### src/nic_pkg.sv
`default_nettype none

package nic_pkg;

	// Register offsets on the host port
	typedef enum logic [15:0] {
		CTRL = 16'h0000,
		MDIC = 16'h0020,
		ICR  = 16'h00C0,
		ICS  = 16'h00C8,
		IMS  = 16'h00D0,
		IMC  = 16'h00D8
	} reg_addr_e;

	// Clause-22 opcodes, the other two codes are illegal
	typedef enum logic [1:0] {
		MDIC_WRITE = 2'b01,
		MDIC_READ  = 2'b10
	} mdic_op_e;

	// Actions forwarded to the interrupt controller
	typedef enum logic [2:0] {
		INTR_NONE,
		INTR_ICS,
		INTR_IMS,
		INTR_IMC,
		INTR_ICR_READ
	} intr_op_e;

	// Host to slave
	typedef struct packed {
		logic [15:0] awaddr;
		logic        awvalid;
		logic [31:0] wdata;
		logic [3:0]  wstrb;
		logic        wvalid;
		logic        bready;
		logic [15:0] araddr;
		logic        arvalid;
		logic        rready;
	} axil_req_t;

	// Slave to host
	typedef struct packed {
		logic        awready;
		logic        wready;
		logic [1:0]  bresp;
		logic        bvalid;
		logic        arready;
		logic [31:0] rdata;
		logic [1:0]  rresp;
		logic        rvalid;
	} axil_rsp_t;

	typedef struct packed {
		intr_op_e    op;
		logic [31:0] data;
	} intr_cmd_t;

	typedef struct packed {
		logic        start;
		mdic_op_e    op;
		logic [4:0]  regad;
		logic [15:0] data;
	} mdio_req_t;

	typedef struct packed {
		logic        busy;
		logic        done;
		logic [15:0] rdata;
	} mdio_rsp_t;

	// Cause bits in ICR, ICS, IMS and IMC
	localparam int CAUSE_MDAC   = 9;
	localparam int CAUSE_PHYINT = 12;

	// MDIC layout, data sits in 15:0
	localparam int MDIC_REGAD_LSB = 16;
	localparam int MDIC_PHYAD_LSB = 21;
	localparam int MDIC_OP_LSB    = 26;
	localparam int MDIC_R_BIT     = 28;
	localparam int MDIC_E_BIT     = 30;

endpackage

`default_nettype wire

### src/nic_ctrl_top.sv
`default_nettype none

module nic_ctrl_top
	import nic_pkg::*;
#(
	parameter logic [4:0] PHY_ADDR = 5'd1,
	parameter int MDC_DIV = 4
)
(
	input  logic      aclk,
	input  logic      reset_i,
	input  axil_req_t axil_i,
	output axil_rsp_t axil_o,
	input  logic      phy_int_i,
	input  logic      mdio_i,
	output logic      intr_o,
	output logic      reset_request_o,
	output logic      phy_reset_o,
	output logic      mdc_o,
	output logic      mdio_o,
	output logic      mdio_oe_o
);

	intr_cmd_t   intr_cmd;
	logic [31:0] icr;
	logic [31:0] ims;
	mdio_req_t   mdio_req;
	mdio_rsp_t   mdio_rsp;

	// Host registers
	nic_regs #(
		.PHY_ADDR(PHY_ADDR)
	) regs0 (
		.aclk(aclk),
		.reset_i(reset_i),
		.axil_i(axil_i),
		.axil_o(axil_o),
		.icr_i(icr),
		.ims_i(ims),
		.mdio_rsp_i(mdio_rsp),
		.intr_cmd_o(intr_cmd),
		.mdio_req_o(mdio_req),
		.reset_request_o(reset_request_o),
		.phy_reset_o(phy_reset_o)
	);

	// End of an MDIO frame raises MDAC
	nic_intr_ctrl intr0 (
		.aclk(aclk),
		.reset_i(reset_i),
		.intr_cmd_i(intr_cmd),
		.mdac_i(mdio_rsp.done),
		.phy_int_i(phy_int_i),
		.icr_o(icr),
		.ims_o(ims),
		.intr_o(intr_o)
	);

	nic_mdio_master #(
		.PHY_ADDR(PHY_ADDR),
		.MDC_DIV(MDC_DIV)
	) mdio0 (
		.aclk(aclk),
		.reset_i(reset_i),
		.req_i(mdio_req),
		.mdio_i(mdio_i),
		.rsp_o(mdio_rsp),
		.mdc_o(mdc_o),
		.mdio_o(mdio_o),
		.mdio_oe_o(mdio_oe_o)
	);

endmodule

`default_nettype wire

### src/nic_intr_ctrl.sv
`default_nettype none

module nic_intr_ctrl
	import nic_pkg::*;
(
	input  logic        aclk,
	input  logic        reset_i,
	input  intr_cmd_t   intr_cmd_i,
	input  logic        mdac_i,
	input  logic        phy_int_i,
	output logic [31:0] icr_o,
	output logic [31:0] ims_o,
	output logic        intr_o
);

	logic [1:0]  phy_sync_q;
	logic        phy_prev_q;
	logic        phy_rise;
	logic [31:0] icr_q;
	logic [31:0] ims_q;
	logic [31:0] set_bits;
	logic [31:0] clr_bits;
	logic        intr_q;

	// Two-flop synchroniser, then edge detect
	always_ff @(posedge aclk)
	begin
		if (reset_i)
		begin
			phy_sync_q <= '0;
			phy_prev_q <= 1'b0;
		end
		else
		begin
			phy_sync_q <= {phy_sync_q[0], phy_int_i};
			phy_prev_q <= phy_sync_q[1];
		end
	end

	assign phy_rise = phy_sync_q[1] & ~phy_prev_q;

	// Hardware and software causes, read clears everything
	always_comb
	begin
		set_bits = '0;
		clr_bits = '0;
		set_bits[CAUSE_MDAC] = mdac_i;
		set_bits[CAUSE_PHYINT] = phy_rise;
		case (intr_cmd_i.op)
			INTR_ICS: set_bits = set_bits | intr_cmd_i.data;
			INTR_ICR_READ: clr_bits = '1;
			default: ;
		endcase
	end

	// New causes win over a clear in the same cycle
	always_ff @(posedge aclk)
	begin
		if (reset_i)
			icr_q <= '0;
		else
			icr_q <= (icr_q & ~clr_bits) | set_bits;
	end

	always_ff @(posedge aclk)
	begin
		if (reset_i)
			ims_q <= '0;
		else if (intr_cmd_i.op == INTR_IMS)
			ims_q <= ims_q | intr_cmd_i.data;
		else if (intr_cmd_i.op == INTR_IMC)
			ims_q <= ims_q & ~intr_cmd_i.data;
	end

	// One cycle behind cause and mask
	always_ff @(posedge aclk)
	begin
		if (reset_i)
			intr_q <= 1'b0;
		else
			intr_q <= |(icr_q & ims_q);
	end

	assign icr_o = icr_q;
	assign ims_o = ims_q;
	assign intr_o = intr_q;

endmodule

`default_nettype wire

### src/nic_mdio_master.sv
`default_nettype none

module nic_mdio_master
	import nic_pkg::*;
#(
	parameter logic [4:0] PHY_ADDR = 5'd1,
	parameter int MDC_DIV = 4
)
(
	input  logic      aclk,
	input  logic      reset_i,
	input  mdio_req_t req_i,
	input  logic      mdio_i,
	output mdio_rsp_t rsp_o,
	output logic      mdc_o,
	output logic      mdio_o,
	output logic      mdio_oe_o
);

	localparam int DIV_W = $clog2(MDC_DIV + 1);
	// Bit index on the line: turnaround, data, end of frame
	localparam logic [5:0] TA_BIT   = 6'd46;
	localparam logic [5:0] DATA_BIT = 6'd48;
	localparam logic [5:0] LAST_BIT = 6'd63;

	logic [63:0]      frame;
	logic [63:0]      sr_q;
	logic [DIV_W-1:0] div_cnt_q;
	logic [5:0]       bit_cnt_q;
	logic             busy_q;
	logic             mdc_q;
	logic             oe_q;
	logic             done_q;
	logic             is_read_q;
	logic [15:0]      rdata_q;
	logic             tick;
	logic             rise;
	logic             fall;

	// Preamble, ST, OP, PHYAD, REGAD, TA, DATA
	always_comb
	begin
		if (req_i.op == MDIC_READ)
			frame = {32'hFFFF_FFFF, 2'b01, req_i.op, PHY_ADDR, req_i.regad, 2'b11, 16'hFFFF};
		else
			frame = {32'hFFFF_FFFF, 2'b01, req_i.op, PHY_ADDR, req_i.regad, 2'b10, req_i.data};
	end

	// Half MDC period elapsed
	assign tick = busy_q && (div_cnt_q == DIV_W'(MDC_DIV - 1));
	assign rise = tick && !mdc_q;
	assign fall = tick && mdc_q;

	always_ff @(posedge aclk)
	begin
		if (reset_i)
		begin
			busy_q <= 1'b0;
			mdc_q <= 1'b0;
			oe_q <= 1'b0;
			done_q <= 1'b0;
			div_cnt_q <= '0;
			bit_cnt_q <= '0;
		end
		else
		begin
			done_q <= 1'b0;
			if (req_i.start)
			begin
				// First bit goes out at once, MDC starts low
				busy_q <= 1'b1;
				mdc_q <= 1'b0;
				oe_q <= 1'b1;
				div_cnt_q <= '0;
				bit_cnt_q <= '0;
			end
			else if (busy_q)
			begin
				div_cnt_q <= tick ? '0 : div_cnt_q + 1'b1;
				if (tick)
					mdc_q <= !mdc_q;
				if (fall)
				begin
					bit_cnt_q <= bit_cnt_q + 1'b1;
					// PHY owns the line from TA on
					if (is_read_q && bit_cnt_q == TA_BIT - 1'b1)
						oe_q <= 1'b0;
					if (bit_cnt_q == LAST_BIT)
					begin
						busy_q <= 1'b0;
						oe_q <= 1'b0;
						done_q <= 1'b1;
					end
				end
			end
		end
	end

	// Shift on falling MDC, sample read data on rising MDC
	always_ff @(posedge aclk)
	begin
		if (req_i.start)
		begin
			sr_q <= frame;
			is_read_q <= (req_i.op == MDIC_READ);
		end
		else if (fall)
			sr_q <= {sr_q[62:0], 1'b1};
		if (rise && is_read_q && bit_cnt_q >= DATA_BIT)
			rdata_q <= {rdata_q[14:0], mdio_i};
	end

	assign mdc_o = mdc_q;
	assign mdio_o = oe_q & sr_q[63];
	assign mdio_oe_o = oe_q;

	assign rsp_o.busy = busy_q;
	assign rsp_o.done = done_q;
	assign rsp_o.rdata = rdata_q;

endmodule

`default_nettype wire

### src/nic_regs.sv
`default_nettype none

module nic_regs
	import nic_pkg::*;
#(
	parameter logic [4:0] PHY_ADDR = 5'd1
)
(
	input  logic      aclk,
	input  logic      reset_i,
	input  axil_req_t axil_i,
	output axil_rsp_t axil_o,
	input  logic [31:0] icr_i,
	input  logic [31:0] ims_i,
	input  mdio_rsp_t mdio_rsp_i,
	output intr_cmd_t intr_cmd_o,
	output mdio_req_t mdio_req_o,
	output logic      reset_request_o,
	output logic      phy_reset_o
);

	localparam int CTRL_RST_BIT     = 26;
	localparam int CTRL_PHY_RST_BIT = 31;
	localparam logic [1:0] RESP_OKAY   = 2'b00;
	localparam logic [1:0] RESP_SLVERR = 2'b10;

	typedef enum logic {W_IDLE, W_RESP} wr_state_e;
	typedef enum logic {R_IDLE, R_RESP} rd_state_e;

	wr_state_e   wr_state_q;
	rd_state_e   rd_state_q;
	logic        wr_accept;
	logic        wr_intr;
	logic        rd_accept;
	logic [1:0]  bresp_q;
	logic [1:0]  rresp_q;
	logic [31:0] rdata_q;
	logic [31:0] rd_word;

	logic [31:0] ctrl_q;
	logic [31:0] ctrl_wr;
	logic        rst_req_q;

	logic [15:0] mdic_data_q;
	logic [4:0]  mdic_regad_q;
	logic [1:0]  mdic_op_q;
	logic        mdic_r_q;
	logic        mdic_e_q;
	logic        mdio_start_q;
	logic [31:0] mdic_img;
	logic [31:0] mdic_wr;
	logic        mdic_op_ok;

	// Byte-lane merge of a write into a stored word
	function automatic logic [31:0] merge_bytes(input logic [31:0] old_val,
		input logic [31:0] new_val, input logic [3:0] strb);
		logic [31:0] res;
		res = old_val;
		for (int i = 0; i < 4; i++)
		begin
			if (strb[i])
				res[8*i +: 8] = new_val[8*i +: 8];
		end
		return res;
	endfunction

	function automatic logic is_mapped(input logic [15:0] addr);
		case (addr)
			CTRL, MDIC, ICR, ICS, IMS, IMC: return 1'b1;
			default: return 1'b0;
		endcase
	endfunction

	// Write needs both address and data in the same cycle
	assign wr_accept = (wr_state_q == W_IDLE) && axil_i.awvalid && axil_i.wvalid;
	assign wr_intr = wr_accept && (axil_i.awaddr == ICS || axil_i.awaddr == IMS ||
		axil_i.awaddr == IMC);
	// ICR read waits while a write owns the command slot
	assign rd_accept = (rd_state_q == R_IDLE) && axil_i.arvalid &&
		!(wr_intr && axil_i.araddr == ICR);

	// MDIC as the host sees it
	always_comb
	begin
		mdic_img = '0;
		mdic_img[15:0] = mdic_data_q;
		mdic_img[MDIC_REGAD_LSB +: 5] = mdic_regad_q;
		mdic_img[MDIC_PHYAD_LSB +: 5] = PHY_ADDR;
		mdic_img[MDIC_OP_LSB +: 2] = mdic_op_q;
		mdic_img[MDIC_R_BIT] = mdic_r_q;
		mdic_img[MDIC_E_BIT] = mdic_e_q;
	end

	assign ctrl_wr = merge_bytes(ctrl_q, axil_i.wdata, axil_i.wstrb);
	assign mdic_wr = merge_bytes(mdic_img, axil_i.wdata, axil_i.wstrb);
	assign mdic_op_ok = (mdic_wr[MDIC_OP_LSB +: 2] == MDIC_WRITE) ||
		(mdic_wr[MDIC_OP_LSB +: 2] == MDIC_READ);

	// Read mux, write-only and unmapped offsets give zero
	always_comb
	begin
		case (axil_i.araddr)
			CTRL: rd_word = ctrl_q;
			MDIC: rd_word = mdic_img;
			ICR: rd_word = icr_i;
			IMS: rd_word = ims_i;
			default: rd_word = '0;
		endcase
	end

	// One-cycle command towards the interrupt block
	always_comb
	begin
		intr_cmd_o.op = INTR_NONE;
		intr_cmd_o.data = axil_i.wdata;
		if (rd_accept && axil_i.araddr == ICR)
			intr_cmd_o.op = INTR_ICR_READ;
		if (wr_accept)
		begin
			case (axil_i.awaddr)
				ICS: intr_cmd_o.op = INTR_ICS;
				IMS: intr_cmd_o.op = INTR_IMS;
				IMC: intr_cmd_o.op = INTR_IMC;
				default: ;
			endcase
		end
	end

	// Write channel
	always_ff @(posedge aclk)
	begin
		if (reset_i)
			wr_state_q <= W_IDLE;
		else if (wr_state_q == W_IDLE && wr_accept)
			wr_state_q <= W_RESP;
		else if (wr_state_q == W_RESP && axil_i.bready)
			wr_state_q <= W_IDLE;
	end

	always_ff @(posedge aclk)
	begin
		if (wr_accept)
			bresp_q <= is_mapped(axil_i.awaddr) ? RESP_OKAY : RESP_SLVERR;
	end

	// Read channel, data captured at accept so ICR is the pre-clear value
	always_ff @(posedge aclk)
	begin
		if (reset_i)
			rd_state_q <= R_IDLE;
		else if (rd_state_q == R_IDLE && rd_accept)
			rd_state_q <= R_RESP;
		else if (rd_state_q == R_RESP && axil_i.rready)
			rd_state_q <= R_IDLE;
	end

	always_ff @(posedge aclk)
	begin
		if (rd_accept)
		begin
			rdata_q <= rd_word;
			rresp_q <= is_mapped(axil_i.araddr) ? RESP_OKAY : RESP_SLVERR;
		end
	end

	// CTRL, reset bit self-clears and only pulses the request
	always_ff @(posedge aclk)
	begin
		if (reset_i)
		begin
			ctrl_q <= '0;
			rst_req_q <= 1'b0;
		end
		else
		begin
			rst_req_q <= 1'b0;
			if (wr_accept && axil_i.awaddr == CTRL)
			begin
				ctrl_q <= ctrl_wr;
				ctrl_q[CTRL_RST_BIT] <= 1'b0;
				rst_req_q <= ctrl_wr[CTRL_RST_BIT];
			end
		end
	end

	// MDIC image and start pulse
	always_ff @(posedge aclk)
	begin
		if (reset_i)
		begin
			mdic_data_q <= '0;
			mdic_regad_q <= '0;
			mdic_op_q <= '0;
			mdic_r_q <= 1'b1;
			mdic_e_q <= 1'b0;
			mdio_start_q <= 1'b0;
		end
		else
		begin
			mdio_start_q <= 1'b0;
			if (mdio_rsp_i.done)
			begin
				mdic_r_q <= 1'b1;
				if (mdic_op_q == MDIC_READ)
					mdic_data_q <= mdio_rsp_i.rdata;
			end
			// Dropped while a frame runs or is about to start
			if (wr_accept && axil_i.awaddr == MDIC && !mdio_rsp_i.busy && !mdio_start_q)
			begin
				mdic_data_q <= mdic_wr[15:0];
				mdic_regad_q <= mdic_wr[MDIC_REGAD_LSB +: 5];
				mdic_op_q <= mdic_wr[MDIC_OP_LSB +: 2];
				if (mdic_op_ok)
				begin
					mdic_r_q <= 1'b0;
					mdic_e_q <= 1'b0;
					mdio_start_q <= 1'b1;
				end
				else
					mdic_e_q <= 1'b1;
			end
		end
	end

	always_comb
	begin
		axil_o.awready = wr_accept;
		axil_o.wready = wr_accept;
		axil_o.bresp = bresp_q;
		axil_o.bvalid = (wr_state_q == W_RESP);
		axil_o.arready = rd_accept;
		axil_o.rdata = rdata_q;
		axil_o.rresp = rresp_q;
		axil_o.rvalid = (rd_state_q == R_RESP);
	end

	assign mdio_req_o.start = mdio_start_q;
	assign mdio_req_o.op = mdic_op_e'(mdic_op_q);
	assign mdio_req_o.regad = mdic_regad_q;
	assign mdio_req_o.data = mdic_data_q;

	assign reset_request_o = rst_req_q;
	// PHY held in reset by software or by the system reset
	assign phy_reset_o = ctrl_q[CTRL_PHY_RST_BIT] | reset_i;

endmodule

`default_nettype wire

### config.mk
export PLATFORM = sky130hd
export DESIGN_NAME = nic_ctrl_top
export DESIGN_NICKNAME = d
export VERILOG_FILES = /design/src/nic_pkg.sv /design/src/nic_ctrl_top.sv /design/src/nic_intr_ctrl.sv /design/src/nic_mdio_master.sv /design/src/nic_regs.sv
export SDC_FILE = /design/constraint.sdc
export NUM_CORES = 1
export LEC_CHECK = 0
export BUFFER_PORTS_ARGS = -buffer_cell sky130_fd_sc_hd__buf_4
export CAP_MARGIN = 20
export CORE_MARGIN = 8
export CORE_UTILIZATION = 35
export CTS_CLUSTER_DIAMETER = 150
export DETAILED_ROUTE_END_ITERATION = 12
export HOLD_SLACK_MARGIN = 0.15
export PLACE_DENSITY = 0.63
export SYNTH_ARGS = -nofsm -noshare
export SYNTH_HDL_FRONTEND = slang
export SYNTH_SLANG_ARGS = --single-unit
### constraint.sdc
create_clock -name aclk -period 7.8 [get_ports aclk]
set_input_delay 0.39 -clock aclk [delete_from_list [all_inputs] [get_ports aclk]]
set_output_delay 0.39 -clock aclk [all_outputs]
set_load 0.05 [all_outputs]
Word-level counts from Yosys, hierarchy flattened
Index checks and enable logic that the tools add are counted.
{ "totals": {"ff_bits": 258, "in_bits": 77, "output_inout_bits": 47, "wordCells": 173} }
{ "op_classes": {"addsub": 2, "order_cmp": 1, "eq_ne": 22, "n_mux": 43, "n_bitwise": 19, "n_reduce_logical": 55} }
{ "ops": {"columns": ["operator", "n"], "rows": [
  ["$eq 16x8->1 const B", 8],
  ["$mux 32", 4],
  ["$mux 64", 2],
  ["$pmux 32 s4", 1],
  ["$and 32x32->32", 3],
  ["$not 32->32", 2],
  ["$or 32x32->32", 2],
  ["$mux 16", 3],
  ["$eq 16x6->1 const B", 2],
  ["$logic_not 16->1", 2],
  ["$or 13x32->32", 1],
  ["$reduce_or 32->1", 1],
  ["$mux 1", 23],
  ["$logic_and 1x1->1", 21],
  ["$mux 17", 1],
  ["$mux 8", 2],
  ["$reduce_and 2->1", 7],
  ["$reduce_bool 2->1", 7],
  ["$eq 6x6->1 const B", 2],
  ["$reduce_or 6->1", 2],
  ["$eq 3x2->1 const B", 3],
  ["$mux 3", 3],
  ["$pmux 3 s3", 1],
  ["$reduce_and 3->1", 3],
  ["19 further kinds", 36]
]} }

Logic depth before layout (Yosys ltp)
Gate-level depths: netlist of the first run.
{ "depth": {"word_depth": 16, "depth_mapped": 9, "mapped_depth_nobuf": 6} }

Hierarchy
Synthesis of the first run repeated with hierarchy kept, for this count alone.
{ "unflattened": {"cells_unflattened": 1102, "area_unflattened_um2": 11690.0} }
{ "by_module_without_submodules": {"columns": ["mod", "instances", "cells_each", "area_each_um2", "seq_area_each_um2"], "rows": [
  ["nic_regs", 1, 594, 5471.5, 2222.1],
  ["nic_mdio_master", 1, 257, 3652.3, 2692.6],
  ["nic_intr_ctrl", 1, 251, 2566.2, 1361.3]
]} }

Worst setup path after synthesis of the first run
No wires, ideal clock.
{ "synth_timing": {"kind": "input to output", "startpoint": "in axil_i[15] (netlist bit)", "endpoint": "out axil_o[35] (netlist bit)", "t_arrival_ns": 2.700, "required_time_ns": 7.410, "slack_ns": 4.710, "stages": 7, "n_path_buf": 2, "cell_sequence": "or4_1 > nand4b_1 > nor3_1 > clkbuf_1 > o2111ai_1 > and2_1 > buf_4"} }
{ "synth_via": {"elab_chain_len": 4} }
{ "synth_rtl": {"columns": ["element", "line", "rtl"], "rows": [
  ["start, declared", "nic_ctrl_top.sv:12", "input axil_req_t axil_i,"],
  ["$eq 16x8->1", "nic_regs.sv:80", "!(wr_intr && axil_i.araddr == ICR);"],
  ["$logic_and 1x1->1", "nic_regs.sv:80", null],
  ["$logic_not 1->1", "nic_regs.sv:80", null],
  ["$logic_and 1x1->1", "nic_regs.sv:79", "assign rd_accept = (rd_state_q == R_IDLE) && axil_i.arvalid &&"],
  ["end, declared", "nic_ctrl_top.sv:13", "output axil_rsp_t axil_o,"]
]} }
No other way between the ends.

==> results.md, run 1 <==
* Outcome: completed
* Yosys top cell area share at 0.3260
* Final setup fails at 0
* Io pins at roughly 120
* IO buf count at about 120
* Vias in the first global route at 7958
* Dpl hpwl at a little under 20000 um
* Die ar. at roughly 36000 um^2
* Core box area at approximately 30000 um^2
* Hold slack at ~190 ps
* Storage cell area at ~6300 um^2
* CP Launch Type: flop
* Clk_skew at 16.97 ps
* Met3 global-route usage at 0.02600
* DR DRC count at 0
* Synth cell types at 50
* Worst Path Required at about 7400 ps
* Nets@finish at approximately 1200
* CTS tree: built
* CP max stage delay at roughly 600 ps
* Fin. max-slew vios at 0
* Multi-input gate area at between 3000 and 4000 um^2
* Crit-path max FO at 34
* DR vias/cell at roughly 5.5
* Measured slew at the worst slew-check pin at 1060 ps
* Routed Antenna Nets at 0
* 1st-pass router iterations at 5
* Num CTS Buffers at 28
* CP max stage cell: nor4_4
* Post-layout util at 0.4380
* Yosys reg bits at approximately 260
* Total GRT Usage at 0.1599
* CTS Sinks at about 260
* Syn. warnings at 0
* Synth async-reset ratio at 0
* Worst Path Arrival at roughly 2800 ps
* First-pass GRT wire length at 46200 um
* Initial antenna violation count at 0
* Row cnt at between 60 and 70
* Setup TNS Final at 0 ps
* Avg Synthesized Cell Area at between 10 and 15 um^2
* Worst-path clk slew at around 60 ps
* Syn Inst Count at between 900 and 1000
* Pin count of the biggest net entering global routing at 86
* WL/cell at 19.73 um
* DIE HEIGHT at roughly 190 um
* Placer Congestion at slightly above 0.8
* Most used DFF post-synth: dfxtp_1
* PwrDens at approximately 220 nW/um^2
* Gr busiest metal: met2
* Area growth, synth to finish at 22.88%
* Min Tclk post-route at around 3200 ps
* Power Total at slightly below 3 mW
* Clock root buffer: clkbuf_16
* Final Cycle Share at 0.4133
* Max-Cap Viols at 0
* Wirelength, routed at slightly below 30000 um
* Die X at between 150 and 200 um
* Crit Path Category: reg2out
* Pre-CTS WS at between 4000 and 5000 ps
* F_max at around 310 MHz
* HP Class: in2reg
* CTS resizes at 0
* Register area share after synthesis at 0.5924
* Drt initial violations at a little under 700
* Pleak at just under 5 nW
* CP cell instances: nand3b_1 -> nor4_4 -> o2111ai_1 -> and2_2 -> buf_4
* Grt met1 use at 0.2242
* Antenna Cells at 0
* Synth top area cells: edfxtp_1 33%, dfxtp_1 27%, nor2_1 3.8%
* Filler cells at about 2800
* RSZ-0062 raised after global routing: false
* Mapped cell area at between 10000 and 15000 um^2
* Slew headroom at 0.2927
* Layout cells sized above 1 at 0.2117
* Grt met2 use at 0.2507
* Number of synthesized flops with an enable pin at ~120
* Vias post-DR at ~8300
* Max clock buf depth at 3
* Worst-skew pair later-pin latency at 540 ps
* Peak supply drop at 0.1463 mV
* Initial Utilization at 0.3565
* Cell taking the most area after synthesis: edfxtp_1
* Final Hold Viols at 0
* Final WS setup at about 4600 ps
* Critical path endpoint category: output pin
* Gr ovfl total at 0
* # H-tree levels at 1
[placed cells by master (no fill, tap or decap), types with 20 or more instances in the layout]
master	n
nor3_1	21
or3_1	33
a22o_1	34
inv_1	20
a21oi_1	56
nand2_1	56
or2_2	39
a22oi_1	37
dfxtp_1	140
dlygate4sd3_1	35
nand3_1	20
o21ai_0	36
clkbuf_16	29
buf_4	134
a221o_1	25
nor2_1	106
mux2i_1	33
edfxtp_1	115
[worst paths after layout]
kind	from	endpoint	slack [ps]	cells past startpoint
setup / recovery	regs0.wr_state_q	axil_o[35]	4580	5
hold / removal	axil_i[22]	regs0.mdic_regad_q[0]	190	3
setup reg to reg	regs0.wr_state_q	intr0.icr_o[9]	4730	7
hold reg to reg	mdio0.rdata_q[10]	mdio0.rdata_q[11]	450	0
[synth_stat cells, types with 2 or more instances]
master and number:
nand4_1 7, nor2b_1 16, buf_2 2, a221oi_1 5
o21ai_0 36, and4b_1 2, and3_1 3, a22o_1 34
xor2_1 4, a221o_1 25, mux2_2 9, nand4b_1 2
a21oi_1 56, nor2_1 108, buf_6 3, nand2_1 56
ha_1 3, nor4_1 2, a211oi_1 2, buf_4 10
nand3b_1 2, nand3_1 20, nor3b_1 19, inv_1 20
and2_1 5, a2111oi_0 3, a21oi_2 2, mux2i_1 33
or2_2 39, clkbuf_1 61, a22oi_1 37, a31oi_1 2
nor3_1 22, xnor2_1 3, a2111oi_1 13, dfxtp_1 141
a222oi_1 2, or3_1 33, edfxtp_1 115, nand2b_1 3
or4_1 2
[metal layers]
metal  vias to the layer above  routed length [um]
li1                       3817                   -
met1                      4129               13440
met2                       284               13690
met3                        51                1929
met4                         0                 642
met5                         -                   0
[power breakdown]
part           internal (mW)  switching, mW
logic                 0.0589          0.108
registers               1.40        0.00529
clock network          0.782          0.527
total                   2.24          0.641
[critical path: cells and delay by family, from the launching register on]
family          cells  cell delay, ps
simple gates        3            1420
buf+inv             1             340
flops               1             320
compound gates      1             220
[through the flow]
step / cells / area, um^2
finish: 1505 / 13020
global route: 1505 / 13020
CTS: 1505 / 13020
detailed placement: 1419 / 11760
global placement: 1419 / 11760
floorplan: 972 / 10600
[kinds of logic (layout without fill, tap and decap cells)]
family | Yosys count | in the layout | synth area share
XOR/XNOR | 7 | 7 | 0.005787
multiplexers | 42 | 42 | 0.04075
buffers and inverters | 97 | 240 | 0.04027
flip-flops | 256 | 256 | 0.5924
adder cells (fa/ha/maj) | 3 | 3 | 0.003544
AO/OA/AOI/OAI | 220 | 220 | 0.1488
AND/OR/NAND/NOR | 345 | 345 | 0.1681
other | 1 | 2 | 0.0003540
[layout make-up]
cell class                 instances  area share
timing repair buffer             169      0.1042
clock buffer                      41     0.06228
tap                              390     0.03749
clock inverter                    10    0.007401
multi-input combinational        619      0.3007
sequential                       256      0.4822
inverter                          20    0.005767
[repair_timing]
action | in CTS | in global routing
endpoints found under the hold margin | 66 | 0
hold buffers | 35 | 0
endpoints found under the setup margin | 0 | 0
setup buffers | 0 | 0
Note: power is estimated with default switching activity, not from simulation.
==> run 2, diff against run 1 <==
--- a/config.mk
+++ b/config.mk
@@ -12,7 +12,7 @@
 export CTS_CLUSTER_DIAMETER = 150
 export DETAILED_ROUTE_END_ITERATION = 12
 export HOLD_SLACK_MARGIN = 0.15
-export PLACE_DENSITY = 0.63
+export PLACE_DENSITY = 0.65
 export SYNTH_ARGS = -nofsm -noshare
 export SYNTH_HDL_FRONTEND = slang
 export SYNTH_SLANG_ARGS = --single-unit
==> constraint.sdc (replaced) <==
create_clock -name aclk -period 2.81 [get_ports aclk]
set_input_delay 0.1405 -clock aclk [delete_from_list [all_inputs] [get_ports aclk]]
set_output_delay 0.1405 -clock aclk [all_outputs]
set_load 0.05 [all_outputs]
==> run 2 against run 1 <==
Against the previous run: register-to-register slack worse by 4300 ps; design area is 1.9% higher; clock skew is 7.2 ps lower; sequential power grew to 2.8 times the previous value; critical path depth is 3 higher; hold slack worse by 19 ps; sequential share of layout area is 0.91 points lower; non-clock buffer count is 33 higher; die area stayed put; via count is 0.50% lower; largest power group unchanged.
==> results.md, run 2 (synthesis gave the netlist of run 1 again) <==
* Clock root buffer: clkbuf_16
* Initial Utilization at 0.3565 (unchanged)
* Pre-CTS WS at 225.1 ps (-4105 ps)
* Most frequent cell on the critical path: buf_4
* # H-tree levels at 1 (unchanged)
* Slew headroom at 0.5208 (+0.2281)
* Storage cell area at 6277 um^2 (unchanged)
* Num CTS Buffers at 26 (-7.1%)
* Vias post-DR at 8240 (-0.50%)
* R2R cell count at 6 (-1)
* Vias in the first global route at 8116 (+2.0%)
* Worst Path Required at 2670 ps (-4740 ps)
* CTS Sinks at 256 (unchanged)
* CP Launch Type: primary input
* Hold path cells at 3 (unchanged)
* Min Tclk post-route at approximately 2600 ps
* Routed Antenna Nets at 0 (unchanged)
* Io pins at 124 (unchanged)
* Max-Cap Viols at 0 (unchanged)
* DIE HEIGHT at 190.0 um (unchanged)
* Clk_skew at 9.777 ps (-7.196 ps)
* Initial antenna violation count at 0 (unchanged)
* Crit-path max FO at 21 (-38%)
* Pleak at 4.977 nW (+2.4%)
* Setup Fix Bufs, Post-CTS at 0 (unchanged)
* F_max at between 300 and 400 MHz
* Worst-path clk slew at 60 ps (about the same)
* Setup TNS Final at 0 ps (unchanged)
* Filler cells at 2738 (-1.7%)
* Multi-input gate area at 3914 um^2 (unchanged)
* CTS tree: built
* Power Total at 7.728 mW (+170%)
* Placer Congestion at 0.8330 (+1.2%)
* PwrDens at 582.4 nW/um^2 (+160%)
* Fin. max-slew vios at 0 (unchanged)
* Area growth, synth to finish at 25.25%
* R2R Path Start: regs0.wr_state_q
* Die ar. at 36090 um^2 (unchanged)
* Die X at 190.0 um (unchanged)
* Peak supply drop at 0.3796 mV (+160%)
* HP Class: in2reg
* Most common cell after layout, fill and taps aside: buf_4
* CP cell instances: dlygate4sd3_1 -> buf_4 -> or4_4 -> nor4_4 -> buf_4 -> o2111ai_1 -> and2_4 -> buf_4
* WHS Endpoint: regs0.bresp_q[1]
* RSZ-0062 raised after global routing: false
* CP max stage cell: dlygate4sd3_1
* Measured slew at the worst slew-check pin at 718.9 ps (-341.0 ps)
* Gr ovfl total at 0 (unchanged)
* Layout cells sized above 1 at 0.2115 (about the same)
* 1st-pass router iterations at 5 (unchanged)
* First-pass GRT wire length at 46600 um (+0.88%)
* Critical path endpoint category: output pin
* DR DRC count at 0 (unchanged)
* Dpl hpwl at 19920 um (+1.6%)
* Hold slack at 172.9 ps (-18.53 ps)
* Final Hold Viols at 0 (unchanged)
* Final WS setup at 223.0 ps (-4353 ps)
* Outcome: completed
* Wirelength, routed at 29890 um (+0.62%)
* IO buf count at 121 (unchanged)
* Hold Startpoint: axil_i[56]
* R2R Path End: regs0.mdic_data_q[7]
* Row cnt at 63 (unchanged)
* Worst Path Arrival at 2450 ps (-380 ps)
* Final Cycle Share at 0.9206
* Core box area at 29720 um^2 (unchanged)
* DR vias/cell at 5.372 (-2.4%)
* Crit Path Category: in2out
* Reg2reg setup slack at 480 ps (-4250 ps)
* Nets@finish at 1205 (+2.6%)
* Total GRT Usage at 0.1614 (+0.001489)
* Pin count of the biggest net entering global routing at 84 (-2.3%)
* Drt initial violations at 835 (+22%)
* Antenna Cells at 0 (unchanged)
* WL/cell at 19.48 um (-1.3%)
* Worst-skew pair later-pin latency at 530 ps (about the same)
* Max clock buf depth at 3 (unchanged)
* CP max stage delay at 550 ps (-50 ps)
* Commonest cells after routing, fill and taps aside: 143 x buf_4, 140 x dfxtp_1, 115 x edfxtp_1
* Final setup fails at 0 (unchanged)
==> run 2: changes by cell type in the layout (fill, tap and decap cells not counted) <==
cell,change
dlygate4sd3_1,+20
buf_4,+9
buf_12,+4
bufinv_16,-1
and4b_2,-1
and2_2,-1
clkbuf_16,-2
clkbuf_1,+2
clkbuf_8,-1
and4b_1,+1
clkinv_2,-2
and2_4,+1
==> run 2: per-stage QoR <==
stage,cells,instance area (um^2),utilization
floorplan,972,10600,-
global placement,1432,11910,0.4007
detailed placement,1432,11910,0.4007
CTS,1534,13270,0.4465
global route,1534,13270,0.4465
finish,1534,13270,0.4465
==> run 2: per-layer routing <==
metal,up-vias,wire (um),GRT usage
met4,0,669,0.04119
met2,255,13700,0.2540
met3,55,1839,0.02490
met1,4060,13680,0.2284
li1,3870,-,-
met5,-,0,0
==> run 2: critical path, delay by kind of cell <==
kind	cells	cell delay, ps
compound gates	1	150
buf+inv	4	1130
simple gates	3	1010
==> run 2: report_power, final <==
part           switching (mW)  internal [mW]
Clock                    1.39           1.93
Combinational           0.309          0.188
Sequential             0.0155           3.90
==> run 2: worst max path at each step <==
stage | cells after the start | endpoint | startpoint | slack (ps)
after floorplan | 7 | axil_o[35] | axil_i[15] | 220
after global placement | 6 | regs0.mdic_r_q | axil_i[60] | 280
after detailed placement | 6 | regs0.mdic_data_q[7] | axil_i[60] | 230
after CTS | 8 | axil_o[35] | axil_i[57] | 80
after global routing | 8 | axil_o[35] | axil_i[57] | 150
final | 8 | axil_o[35] | axil_i[57] | 220
==> run 2: layout make-up <==
type	instances	area share
clock inverter	7	0.004243
tap	390	0.03678
multi-input combinational	619	0.2950
timing repair buffer	202	0.1284
inverter	20	0.005658
clock buffer	40	0.05686
sequential	256	0.4731
==> run 2: timing repair <==
action,4_1_cts,5_1_grt
hold buffers,55,0
gates resized for setup,0,1
setup endpoints to repair,0,1
hold endpoints to repair,130,0
==> run 3, diff against run 2 <==
--- a/config.mk
+++ b/config.mk
@@ -11,6 +11,7 @@
 export CORE_UTILIZATION = 35
 export CTS_CLUSTER_DIAMETER = 150
 export DETAILED_ROUTE_END_ITERATION = 12
+export GPL_TIMING_DRIVEN = 0
 export HOLD_SLACK_MARGIN = 0.15
 export PLACE_DENSITY = 0.65
 export SYNTH_ARGS = -nofsm -noshare
==> run 3 against run 2 <==
Against the previous run: design area rose by 0.95%; cell count increased by 3.1%; highest routed layer is now met5; routed wire length increased by 6.9%; global-route usage is 0.96 points higher; hold slack improved by 2.0 ps; register-to-register slack lost 270 ps.
==> results.md, run 3 (synthesis gave the netlist of run 1 again) <==
* Layout cells sized above 1 at 0.2024 (-0.009187)
* WL met3 at 2333 um (+27%)
* Area growth, synth to finish at 26.44%
* Final setup fails at 0 (unchanged)
* CTS tree: built
* Worst-skew pair later-pin latency at 540 ps (about the same)
* Measured slew at the worst slew-check pin at 749.6 ps (+30.75 ps)
* IO buf count at 116 (-4.1%)
* First-pass GRT wire length at 49020 um (+5.2%)
* WL met2 at 14280 um (+4.3%)
* Vias post-DR at 8577 (+4.1%)
* Most common cell after layout, fill and taps aside: dfxtp_1
* Routed Antenna Nets at 0 (unchanged)
* F_max at 381.5 MHz (-1.3%)
* Slew headroom at 0.5003 (-0.02050)
* Critical path endpoint category: flop
* Total GRT Usage at 0.1709 (+0.009567)
* CP cell instances: dlygate4sd3_1 -> buf_4 -> nor4_2 -> and3_1 -> clkbuf_1 -> nand2_1 -> clkbuf_1 -> a211oi_1 -> and2_1
* Outcome: completed
* Worst Path Arrival at 3100 ps (+650 ps)
* Drt initial violations at 822 (-1.6%)
* HP Class: in2reg
* Max-Cap Viols at 0 (unchanged)
* Gr ovfl total at 0 (unchanged)
* Peak supply drop at 0.4121 mV (+8.6%)
* Design area at 13400 um^2 (+0.95%)
* Dpl cell area at 11990 um^2 (+0.74%)
* DRT met1 WL at 14600 um (+6.7%)
* Fin. max-slew vios at 0 (unchanged)
* Final Hold Viols at 0 (unchanged)
* CP max stage delay at 540 ps (about the same)
* Dpl hpwl at 22610 um (+14%)
* Placer Congestion at 0.8877 (+6.6%)
* Min Tclk post-route at 2621 ps (+34.46 ps)
* Filler cells at 2818 (+2.9%)
* Crit Path Category: in2reg
* Io pins at 124 (unchanged)
* Post-layout util at 0.4508 (+0.004252)
* Crit-path max FO at 10 (-52%)
* Antenna Cells at 0 (unchanged)
* Storage cell area at 6276 um^2 (about the same)
* Clock root buffer: clkbuf_16
* Die X at 190.0 um (unchanged)
* Multi-input gate area at 3930 um^2 (+0.42%)
* 1st-pass router iterations at 5 (unchanged)
* Num CTS Buffers at 27 (+3.8%)
* Final Cycle Share at 0.9329 (+0.01226)
* PwrDens at 588.6 nW/um^2 (+1.1%)
* Pleak at 5.008 nW (+0.63%)
* Vias in the first global route at 8519 (+5.0%)
* CP Launch Type: primary input
* DR DRC count at 0 (unchanged)
* CP max stage cell: dlygate4sd3_1
* RSZ-0062 raised after global routing: false
* Nets@finish at 1250 (+3.7%)
* Initial antenna violation count at 1 (+1)
* Most frequent cell on the critical path: clkbuf_1
* Clk_skew at 15.21 ps (+5.436 ps)
* Hold slack at 174.9 ps (+1.989 ps)
* Initial Utilization at 0.3565 (unchanged)
* DIE HEIGHT at 190.0 um (unchanged)
* CTS Sinks at 256 (unchanged)
* Wirelength, routed at 31960 um (+6.9%)
* Worst-path clk slew at 60 ps (about the same)
* DR vias/cell at 5.425 (+1.0%)
* # H-tree levels at 1 (unchanged)
* Pin count of the biggest net entering global routing at 39 (-54%)
* WL/cell at 20.21 um (+3.8%)
* Commonest cells after routing, fill and taps aside: 141 x dfxtp_1, 127 x buf_4, 115 x edfxtp_1
* Core box area at 29720 um^2 (unchanged)
* Die ar. at 36090 um^2 (unchanged)
* Worst Path Required at 3290 ps (+620 ps)
* Power Total at 7.885 mW (+2.0%)
* Max clock buf depth at 3 (unchanged)
* Top Layer Used: met5
* Row cnt at 63 (unchanged)
-- run 3: final cells by class --
type / instances / share of cell area
Clock buffer: 33 / 0.05595
Timing Repair Buffer: 168 / 0.1045
Tap cell: 390 / 0.03643
Sequential cell: 256 / 0.4685
Clock inverter: 17 / 0.009060
Multi-Input combinational cell: 620 / 0.2934
Buffer: 77 / 0.02653
Inverter: 20 / 0.005604
-- run 3: routing by layer --
| layer | global-route usage | vias up |
|---|---|---|
| met2 | 0.2620 | 312 |
| met3 | 0.02911 | 50 |
| li1 | - | 3959 |
| met5 | 0 | - |
| met4 | 0.04841 | 2 |
| met1 | 0.2443 | 4254 |
-- run 3: repair_timing --
| item | in CTS | in global routing |
|---|---|---|
| gates resized for setup | 2 | 5 |
| gates cloned | 0 | 1 |
| setup buffers | 1 | 0 |
| hold buffers | 49 | 0 |
| pin swaps | 1 | 0 |
| hold endpoints to repair | 128 | 0 |
| setup endpoints to repair | 1 | 27 |
-- run 3: worst paths after layout --
kind         depth (start not counted)              start               endpoint  slack, ps
min                                  2            reset_i  regs0.mdic_data_q[14]        170
max reg2reg                          6   regs0.wr_state_q         intr0.icr_o[6]        210
max                                  9         axil_i[60]     regs0.mdio_start_q        190
min reg2reg                          0  mdio0.rdata_q[14]      mdio0.rdata_q[15]        440
-- run 3: critical path: cells and delay by family --
| kind | cells | cell delay, ps |
|---|---|---|
| AND/OR/NAND/NOR | 4 | 1220 |
| buffers and inverters | 4 | 1340 |
| AO/OA/AOI/OAI | 1 | 390 |
-- run 3: report_power, final --
group / switching [mW] / internal, mW
Clock: 1.49 / 1.99
Sequential: 0.0106 / 3.89
Combinational: 0.320 / 0.182
-- run 3: per-stage QoR --
step	setup WS (ps)	setup TNS, ps	std cells
detailed placement	-347.9	-7220	1480
global route	111.5	0	1581
CTS	43.05	0	1580
floorplan	219.4	0	972
global placement	-737.1	-21410	1478
finish	188.6	0	1581
